--- config.mk ---
export PLATFORM = sky130hd
export DESIGN_NAME = platform_top
export DESIGN_NICKNAME = d
export VERILOG_FILES = /design/src/common/platform_pkg.sv /design/src/hw/platform_top.sv /design/src/platform/axil_platform_port.sv /design/src/platform/gpio_outputs.sv /design/src/platform/machine_timer.sv
export SDC_FILE = /design/constraint.sdc
export NUM_CORES = 1
export LEC_CHECK = 0
export BUFFER_PORTS_ARGS = -buffer_cell sky130_fd_sc_hd__buf_2
export CAP_MARGIN = 20
export CELL_PAD_IN_SITES_DETAIL_PLACEMENT = 0
export CELL_PAD_IN_SITES_GLOBAL_PLACEMENT = 2
export CORE_UTILIZATION = 39
export DETAILED_ROUTE_END_ITERATION = 10
export PLACE_DENSITY_LB_ADDON = 0.1
export SETUP_SLACK_MARGIN = 0.3
export SLEW_MARGIN = 20
export SYNTH_ARGS = -nofsm -noshare
export SYNTH_HDL_FRONTEND = slang
export SYNTH_SLANG_ARGS = --single-unit
--- constraint.sdc ---
create_clock -name bus -period 8.83 [get_ports bus]
set_clock_uncertainty 0.05 [all_clocks]
set_input_delay 1.3245 -clock bus [delete_from_list [all_inputs] [get_ports bus]]
set_output_delay 1.3245 -clock bus [all_outputs]
set_load 0.02 [all_outputs]
--- src/common/platform_pkg.sv ---
`default_nettype none

package platform_pkg;

    // Bus geometry
    localparam int PLAT_ADDR_W = 32;
    localparam int PLAT_DATA_W = 64;
    localparam int PLAT_STRB_W = PLAT_DATA_W / 8;

    // GPIO bank
    localparam int PLAT_NUM_OUTPUTS = 12;

    // At least one full 8-lane window rounded up to whole bytes
    localparam int PLAT_GPIO_SIZE =
        ((((PLAT_NUM_OUTPUTS > 8) ? PLAT_NUM_OUTPUTS : 8) + 7) / 8) * 8;

    // Byte offset inside the GPIO region
    localparam int PLAT_GPIO_OFF_W = $clog2(PLAT_GPIO_SIZE);

    // Register map as byte offsets from the slave base
    localparam int PLAT_MTIME_ADDR = 0;
    localparam int PLAT_MTIMECMP_ADDR = 8;
    localparam int PLAT_GPIO_BASE = 16;

    // Highest address where a full GPIO window still fits
    localparam int PLAT_GPIO_LAST = PLAT_GPIO_BASE + PLAT_GPIO_SIZE - PLAT_STRB_W;

    typedef enum logic [1:0] {
        RESP_OKAY   = 2'b00,
        RESP_SLVERR = 2'b10
    } axil_resp_e;

    // Write address channel
    typedef struct packed {
        logic [PLAT_ADDR_W-1:0] addr;
    } axil_aw_t;

    // Read address channel
    typedef struct packed {
        logic [PLAT_ADDR_W-1:0] addr;
    } axil_ar_t;

    // Write data channel
    typedef struct packed {
        logic [PLAT_DATA_W-1:0] data;
        logic [PLAT_STRB_W-1:0] strb;
    } axil_w_t;

    // Read data channel
    typedef struct packed {
        logic [PLAT_DATA_W-1:0] data;
        axil_resp_e             resp;
    } axil_r_t;

    // Write response channel
    typedef struct packed {
        axil_resp_e resp;
    } axil_b_t;

    // Internal write command qualified by a separate one-cycle enable.
    // For GPIO targets data holds the packed lane bits in its low byte
    typedef struct packed {
        logic [PLAT_DATA_W-1:0] data;
        logic [PLAT_STRB_W-1:0] strb;
    } plat_wr_t;

endpackage

`default_nettype wire

--- src/hw/platform_top.sv ---
`timescale 1ns/1ps
`default_nettype none

module platform_top
    import platform_pkg::*;
(
    input  wire                          bus,
    input  wire                          rst,

    input  axil_aw_t                     aw,
    input  wire                          aw_valid,
    output logic                         aw_ready,
    input  axil_w_t                      w,
    input  wire                          w_valid,
    output logic                         w_ready,
    output axil_b_t                      b,
    output logic                         b_valid,
    input  wire                          b_ready,
    input  axil_ar_t                     ar,
    input  wire                          ar_valid,
    output logic                         ar_ready,
    output axil_r_t                      r,
    output logic                         r_valid,
    input  wire                          r_ready,

    output logic                         mtime_int,
    output logic [PLAT_NUM_OUTPUTS-1:0]  outputs
);

    logic                       timer_wr_en;
    logic                       timer_wr_sel;
    plat_wr_t                   timer_wr;
    logic                       gpio_wr_en;
    logic [PLAT_GPIO_OFF_W-1:0] gpio_wr_off;
    plat_wr_t                   gpio_wr;
    logic [PLAT_DATA_W-1:0]     mtime;
    logic [PLAT_DATA_W-1:0]     mtimecmp;

    axil_platform_port port_i (
        .bus          (bus),
        .rst          (rst),
        .aw           (aw),
        .aw_valid     (aw_valid),
        .aw_ready     (aw_ready),
        .w            (w),
        .w_valid      (w_valid),
        .w_ready      (w_ready),
        .b            (b),
        .b_valid      (b_valid),
        .b_ready      (b_ready),
        .ar           (ar),
        .ar_valid     (ar_valid),
        .ar_ready     (ar_ready),
        .r            (r),
        .r_valid      (r_valid),
        .r_ready      (r_ready),
        .timer_wr_en  (timer_wr_en),
        .timer_wr_sel (timer_wr_sel),
        .timer_wr     (timer_wr),
        .gpio_wr_en   (gpio_wr_en),
        .gpio_wr_off  (gpio_wr_off),
        .gpio_wr      (gpio_wr),
        .mtime        (mtime),
        .mtimecmp     (mtimecmp),
        .gpio_state   (outputs)
    );

    machine_timer timer_i (
        .bus       (bus),
        .rst       (rst),
        .wr_en     (timer_wr_en),
        .wr_sel    (timer_wr_sel),
        .wr        (timer_wr),
        .mtime     (mtime),
        .mtimecmp  (mtimecmp),
        .mtime_int (mtime_int)
    );

    // GPIO read-back goes straight from the output pins to the port
    gpio_outputs gpio_i (
        .bus     (bus),
        .rst     (rst),
        .wr_en   (gpio_wr_en),
        .wr_off  (gpio_wr_off),
        .wr      (gpio_wr),
        .outputs (outputs)
    );

endmodule

`default_nettype wire

--- src/platform/axil_platform_port.sv ---
`timescale 1ns/1ps
`default_nettype none

module axil_platform_port
    import platform_pkg::*;
(
    input  wire                        bus,
    input  wire                        rst,

    input  axil_aw_t                   aw,
    input  wire                        aw_valid,
    output logic                       aw_ready,
    input  axil_w_t                    w,
    input  wire                        w_valid,
    output logic                       w_ready,
    output axil_b_t                    b,
    output logic                       b_valid,
    input  wire                        b_ready,
    input  axil_ar_t                   ar,
    input  wire                        ar_valid,
    output logic                       ar_ready,
    output axil_r_t                    r,
    output logic                       r_valid,
    input  wire                        r_ready,

    output logic                       timer_wr_en,
    output logic                       timer_wr_sel,
    output plat_wr_t                   timer_wr,
    output logic                       gpio_wr_en,
    output logic [PLAT_GPIO_OFF_W-1:0] gpio_wr_off,
    output plat_wr_t                   gpio_wr,
    input  wire  [PLAT_DATA_W-1:0]     mtime,
    input  wire  [PLAT_DATA_W-1:0]     mtimecmp,
    input  wire  [PLAT_NUM_OUTPUTS-1:0] gpio_state
);

    typedef enum logic [1:0] {
        REGION_MTIME,
        REGION_MTIMECMP,
        REGION_GPIO,
        REGION_ERR
    } region_e;

    function automatic region_e decode_region(input logic [PLAT_ADDR_W-1:0] addr);
        if (addr == PLAT_ADDR_W'(PLAT_MTIME_ADDR)) begin
            return REGION_MTIME;
        end else if (addr == PLAT_ADDR_W'(PLAT_MTIMECMP_ADDR)) begin
            return REGION_MTIMECMP;
        end else if (addr >= PLAT_ADDR_W'(PLAT_GPIO_BASE) &&
                     addr <= PLAT_ADDR_W'(PLAT_GPIO_LAST)) begin
            return REGION_GPIO;
        end
        return REGION_ERR;
    endfunction

    region_e                    rd_region;
    logic [PLAT_GPIO_OFF_W-1:0] rd_gpio_off;
    logic [PLAT_GPIO_SIZE-1:0]  gpio_padded;
    logic [PLAT_DATA_W-1:0]     rd_gpio_word;

    region_e                    wr_region;
    logic [PLAT_GPIO_OFF_W-1:0] wr_gpio_off;
    logic [PLAT_DATA_W-1:0]     wr_data;
    logic [PLAT_STRB_W-1:0]     wr_strb;
    logic [PLAT_DATA_W-1:0]     wr_gpio_bits;
    logic                       wr_fire;

    // Read side decode
    assign rd_region   = decode_region(ar.addr);
    assign rd_gpio_off = PLAT_GPIO_OFF_W'(ar.addr - PLAT_ADDR_W'(PLAT_GPIO_BASE));
    assign gpio_padded = PLAT_GPIO_SIZE'(gpio_state);

    // Spread the window so each output lands in bit 0 of a byte lane
    always_comb begin
        rd_gpio_word = '0;
        for (int i = 0; i < PLAT_STRB_W; i++) begin
            if (int'(rd_gpio_off) + i < PLAT_GPIO_SIZE) begin
                rd_gpio_word[8*i] = gpio_padded[int'(rd_gpio_off) + i];
            end
        end
    end

    always_ff @(posedge bus) begin
        if (rst) begin
            ar_ready <= 1'b0;
            r_valid  <= 1'b0;
        end else begin
            // Hold off new reads while a response is stalled
            ar_ready <= ar_valid && !ar_ready && (!r_valid || r_ready);
            if (ar_valid && ar_ready) begin
                r_valid <= 1'b1;
            end else if (r_valid && r_ready) begin
                r_valid <= 1'b0;
            end
        end
    end

    always_ff @(posedge bus) begin
        if (ar_valid && ar_ready) begin
            r.data <= '0;
            r.resp <= RESP_OKAY;
            case (rd_region)
                REGION_MTIME:    r.data <= mtime;
                REGION_MTIMECMP: r.data <= mtimecmp;
                REGION_GPIO:     r.data <= rd_gpio_word;
                default:         r.resp <= RESP_SLVERR;
            endcase
        end
    end

    // Write side takes aw and w together
    assign wr_fire = aw_valid && aw_ready && w_valid && w_ready;

    always_ff @(posedge bus) begin
        if (rst) begin
            aw_ready <= 1'b0;
            w_ready  <= 1'b0;
            b_valid  <= 1'b0;
        end else begin
            aw_ready <= aw_valid && w_valid && !aw_ready && !b_valid;
            w_ready  <= aw_valid && w_valid && !w_ready && !b_valid;
            if (b_valid && b_ready) begin
                b_valid <= 1'b0;
            end else if (wr_fire) begin
                b_valid <= 1'b1;
            end
        end
    end

    always_ff @(posedge bus) begin
        if (aw_valid && !b_valid) begin
            wr_region   <= decode_region(aw.addr);
            wr_gpio_off <= PLAT_GPIO_OFF_W'(aw.addr - PLAT_ADDR_W'(PLAT_GPIO_BASE));
        end
        if (w_valid && !b_valid) begin
            wr_data <= w.data;
            wr_strb <= w.strb;
        end
        if (wr_fire) begin
            b.resp <= (wr_region == REGION_ERR) ? RESP_SLVERR : RESP_OKAY;
        end
    end

    // bit 0 of every lane, packed into one byte
    always_comb begin
        wr_gpio_bits = '0;
        for (int i = 0; i < PLAT_STRB_W; i++) begin
            wr_gpio_bits[i] = wr_data[8*i];
        end
    end

    assign timer_wr_en   = wr_fire &&
                           (wr_region == REGION_MTIME || wr_region == REGION_MTIMECMP);
    assign timer_wr_sel  = (wr_region == REGION_MTIMECMP);
    assign timer_wr.data = wr_data;
    assign timer_wr.strb = wr_strb;

    assign gpio_wr_en    = wr_fire && (wr_region == REGION_GPIO);
    assign gpio_wr_off   = wr_gpio_off;
    assign gpio_wr.data  = wr_gpio_bits;
    assign gpio_wr.strb  = wr_strb;

endmodule

`default_nettype wire

--- src/platform/gpio_outputs.sv ---
`timescale 1ns/1ps
`default_nettype none

module gpio_outputs
    import platform_pkg::*;
(
    input  wire                         bus,
    input  wire                         rst,
    input  wire                         wr_en,
    input  wire  [PLAT_GPIO_OFF_W-1:0]  wr_off,
    input  plat_wr_t                    wr,
    output logic [PLAT_NUM_OUTPUTS-1:0] outputs
);

    logic [PLAT_GPIO_SIZE-1:0] gpio_q;
    logic [PLAT_GPIO_SIZE-1:0] gpio_d;

    // Strobe bit i moves packed bit i to register bit wr_off+i
    always_comb begin
        gpio_d = gpio_q;
        if (wr_en) begin
            for (int i = 0; i < PLAT_STRB_W; i++) begin
                if (wr.strb[i] && (int'(wr_off) + i < PLAT_GPIO_SIZE)) begin
                    gpio_d[int'(wr_off) + i] = wr.data[i];
                end
            end
        end
    end

    always_ff @(posedge bus) begin
        if (rst) begin
            gpio_q <= '0;
        end else begin
            gpio_q <= gpio_d;
        end
    end

    // Bits above the output count are storage only
    assign outputs = gpio_q[PLAT_NUM_OUTPUTS-1:0];

endmodule

`default_nettype wire

--- src/platform/machine_timer.sv ---
`timescale 1ns/1ps
`default_nettype none

module machine_timer
    import platform_pkg::*;
(
    input  wire                    bus,
    input  wire                    rst,
    input  wire                    wr_en,
    input  wire                    wr_sel,
    input  plat_wr_t               wr,
    output logic [PLAT_DATA_W-1:0] mtime,
    output logic [PLAT_DATA_W-1:0] mtimecmp,
    output logic                   mtime_int
);

    logic [PLAT_DATA_W-1:0] mtime_next;
    logic [PLAT_DATA_W-1:0] mtimecmp_next;

    // Written bytes take priority over the increment
    always_comb begin
        mtime_next = mtime + 1'b1;
        if (wr_en && !wr_sel) begin
            for (int i = 0; i < PLAT_STRB_W; i++) begin
                if (wr.strb[i]) begin
                    mtime_next[8*i +: 8] = wr.data[8*i +: 8];
                end
            end
        end
    end

    always_comb begin
        mtimecmp_next = mtimecmp;
        if (wr_en && wr_sel) begin
            for (int i = 0; i < PLAT_STRB_W; i++) begin
                if (wr.strb[i]) begin
                    mtimecmp_next[8*i +: 8] = wr.data[8*i +: 8];
                end
            end
        end
    end

    always_ff @(posedge bus) begin
        if (rst) begin
            mtime    <= '0;
            mtimecmp <= '0;
        end else begin
            mtime    <= mtime_next;
            mtimecmp <= mtimecmp_next;
        end
    end

    // Level interrupt from an unsigned compare
    assign mtime_int = (mtime >= mtimecmp);

endmodule

`default_nettype wire

==> impl_results.md <==
* Status: finished clean
* Final #Nets at 2128
* Worst-path maximum fanout at 6
* Final setup violation count at 0
* TritonRoute pass-1 iters at 7
* Post-CTS setup buffer count at 0
* GRT met2 Usage at 40.5%
* CP arrival at 3.61 ns
* Switching portion of total power at 24.6%
* Sequential fraction of the synthesis area at 45.1%
* Slew headroom at a little under a quarter
* Largest net degree at the start of global routing at 83
* Total gr overflow at 0
* Fin util at roughly 47%
* H-tree level count at 2
* CTS Hold Buffers Added at 0
* Die H at 205 microns
* Via count at 14279
* Worst hold path type: flip-flop to flip-flop
* CTS Sinks at around 290
* Pwr dens at 169 nW/um^2
* Psw at around 800 uW
* Crit path required time at 7.46 ns
* Max clock buf depth at 3
* Synthesized area at 16000 sq um
* CP Class: flip-flop to output pin
* Cts bufs inserted at 36
* Number of max-cap violations at 0
* CP max stage cell: nor4b_1
* Vias/cell at just under 6
* CTS resizes at 0
* DIE AREA at between 40000 and 50000 sq um
* Largest stage delay, worst path at approximately 0.70 ns
* CP bufs+invs at 2
* Crit path launch type: flip-flop
* First-pass GRT wire length at around 84 mm
* Share of layout cells above drive strength 1 at 18.1%
* GRT met1 Usage at 36.8%
* Gpl congestion at 0.940
* Critical path's top delay family: compound AO/OA/AOI/OAI gates
* Syn_area_per_cell at roughly 9.3 sq um
* Gr usage total at a little over a quarter
* Main synth FF type: dfxtp_1
* Worst vdd ir at approximately 0.00014 V
* Initial Util at roughly two fifths
* Number of I/O port buffers at 226
* Fin. Hold Viols at 0
* Die W at 205 microns
* Lkg Pwr at 0.00680 uW
* CP Cell Sequence: inv_1 -> ha_1 -> nand2b_1 -> a2111oi_0 -> o32a_1 -> a211o_1 -> nor4b_1 -> o21ai_0 -> buf_2
* Post-synthesis cell count at 1718
* FILL cells at 3912
* Layout Area Growth over Synthesis at 17.5%
* Final worst-path cycle share at 56.4%
* Routed len/inst at 22.4 microns
* TritonCTS clock tree: yes
* CTS Root Cell: clkbuf_16
* Internal power at 2390 uW
* Final HPWL DP at 37.8 mm
* Fraction of registers with async set/reset at 0%
* #FFs+latches synth at just under 300
* Drt total wl at 55.0 mm
* Share of power burned in registers at 46.3%
* Post-route insts no fill at 2458
* Clk_lat worst skew at approximately 0.55 ns
* Core Footprint at 40100 sq um
* Vias in the first global route at 13755
* Comb pwr share at 7.0%
* RSZ-0062 raised after global routing: false
* Remaining antenna violation count at 0
* Yosys warning count at 0
* Final Max Tran Viols at 0
* Total negative slack at 0 ns
* Inst Count DP at around 2400
* Cell row count at 73
* Post-synth EDFFs at 144
* Initial antenna violation count at 3
* Fmax at 201 MHz
* Num ports at 229
* Final min period at about 5 ns
* Worst-path clk slew at 0.06 ns
* Post-synth cell types at 79
* Slew @ Worst Pin at ~1.2 ns
* Total Power at 3170 uW
* Clock power frac at 46.7%
* DRC viols at 0
* Gr busiest metal: met2
* Drt initial violations at 1183
* Hold WS at around 0.38 ns
* GR Util met3 at 4.92%
* Crit end category: output pin
-- worst paths after layout --
check	startpoint	to	slack [ns]	cells after the start
worst max-delay path	timer_i.mtime[0]$_SDFF_PP0_	mtime_int	3.85	9
worst min-delay path	port_i.w_ready$_SDFF_PP0_	port_i.w_ready$_SDFF_PP0_	0.38	1
worst max register to register	port_i.gpio_wr_off[2]$_DFFE_PP_	gpio_i.gpio_q[5]$_SDFFE_PP0P_	5.13	8
worst min register to register	port_i.w_ready$_SDFF_PP0_	port_i.w_ready$_SDFF_PP0_	0.38	1
-- kinds of logic (layout without fill, tap and decap cells) --
group / after synthesis / count (layout) / share of synthesized area (%)
AO/OA/AOI/OAI: 434 / 434 / 18.5
XOR/XNOR: 61 / 61 / 3.33
adder cells (fa/ha/maj): 81 / 81 / 6.32
buffers and inverters: 198 / 411 / 4.75
flip-flops: 289 / 289 / 45.1
multiplexers: 24 / 24 / 2.32
other: 1 / 3 / 0.0234
AND/OR/NAND/NOR: 630 / 630 / 19.6
-- layer usage --
metal	up-vias	part of all wire [%]
met4	4	2.5
met1	6920	47
met2	474	44
met5	-	0.047
met3	80	6.1
li1	6801	-
-- area by class of cell --
type                            instances  area (sq um)  share of cell area, %
Inverter                               96           360                   1.91
Timing Repair Buffer                  249          1330                   7.04
Antenna cell                            1          2.50                 0.0133
Clock buffer                           49          1030                   5.48
Clock inverter                         17           156                  0.831
Tap cell                              525           657                   3.49
Sequential cell                       289          7230                   38.4
Multi-Input combinational cell       1232          8070                   42.9
-- worst register-to-register path, delay by kind of cell (launching register included) --
family                     cells  cell delay [ns]
AOI/OAI and AO/OA              4             1.43
and+or+nand+nor                1             0.70
buffers and inverters          2             0.65
adders and majority gates      1             0.41
DFF                            1             0.32
-- cell usage in the layout (no fill, tap or decap), drive strengths merged, types with 8 or more instances in the layout --
cell type and instances:
buf 249, nand2 170, dfxtp 145, edfxtp 144
a21oi 126, nand3 125, nor2 122, inv 98
ha 81, o21ai 63, a22o 60, a211oi 50
clkbuf 49, xnor2 41, nand4 40, nor3 39
nor4 34, xor2 20, nor2b 17, a311oi 15
and3 14, clkinv 13, nand2b 12, a31oi 12
or3 12, mux4 10, mux2i 9, a221oi 9
o22ai 8
-- cells in the mapped netlist (6+ instances only) --
cell | n | share of area, %
nor2b_1 | 17 | 0.66
xor2_1 | 20 | 1.1
o22ai_1 | 8 | 0.31
nand4_1 | 37 | 1.4
edfxtp_1 | 144 | 27
mux4_2 | 10 | 1.4
xnor2_1 | 41 | 2.2
buf_2 | 8 | 0.25
o32ai_1 | 6 | 0.33
or3_1 | 12 | 0.47
buf_1 | 9 | 0.21
nor3b_1 | 6 | 0.28
ha_1 | 81 | 6.3
a311oi_1 | 15 | 0.82
and2_1 | 7 | 0.27
mux2i_1 | 9 | 0.56
nand3_1 | 125 | 3.9
o21a_1 | 6 | 0.28
a21oi_1 | 126 | 3.9
o21ai_0 | 63 | 2.0
a211oi_1 | 50 | 2.3
dfxtp_1 | 145 | 18
nor3_1 | 37 | 1.2
nand2_1 | 170 | 4.0
o221ai_1 | 6 | 0.33
nor2_1 | 122 | 2.9
a21o_1 | 7 | 0.33
nand2b_1 | 12 | 0.47
and3_1 | 14 | 0.55
a32oi_1 | 6 | 0.33
nor4_1 | 32 | 1.2
a31oi_1 | 12 | 0.47
clkbuf_1 | 83 | 1.9
a22o_1 | 60 | 3.3
or4_1 | 6 | 0.28
inv_1 | 93 | 2.2
a221oi_1 | 9 | 0.49
-- state kept, by name, summed over array words and instances (netlist names) --
signal / count
port_i.wr_region: 2
port_i.gpio_wr_off: 4
port_i.wr_strb: 8
timer_i.mtimecmp: 64
port_i.b: 1
port_i.b_valid: 1
port_i.r_valid: 1
gpio_i.gpio_q: 12
port_i.w_ready: 1
port_i.aw_ready: 1
timer_i.mtime: 64
port_i.wr_data: 64
port_i.r: 65
port_i.ar_ready: 1
-- power groups by stage --
stage / sequential [uW] / combinational [uW] / clock, uW
after floorplan: 1490 / 118 / 0
after global placement: 1500 / 219 / 0
after detailed placement: 1500 / 218 / 0
after CTS: 1470 / 218 / 1520
after global routing: 1470 / 239 / 1570
final: 1470 / 222 / 1480
-- through the flow --
stage | setup WS [ns] | cell area, sq um
floorplan | 3.70 | 16000
finish | 3.85 | 18800
global placement | 4.42 | 17600
CTS | 3.88 | 18800
global route | 3.72 | 18800
detailed placement | 4.49 | 17600
Power figures use the tool's default switching activity.
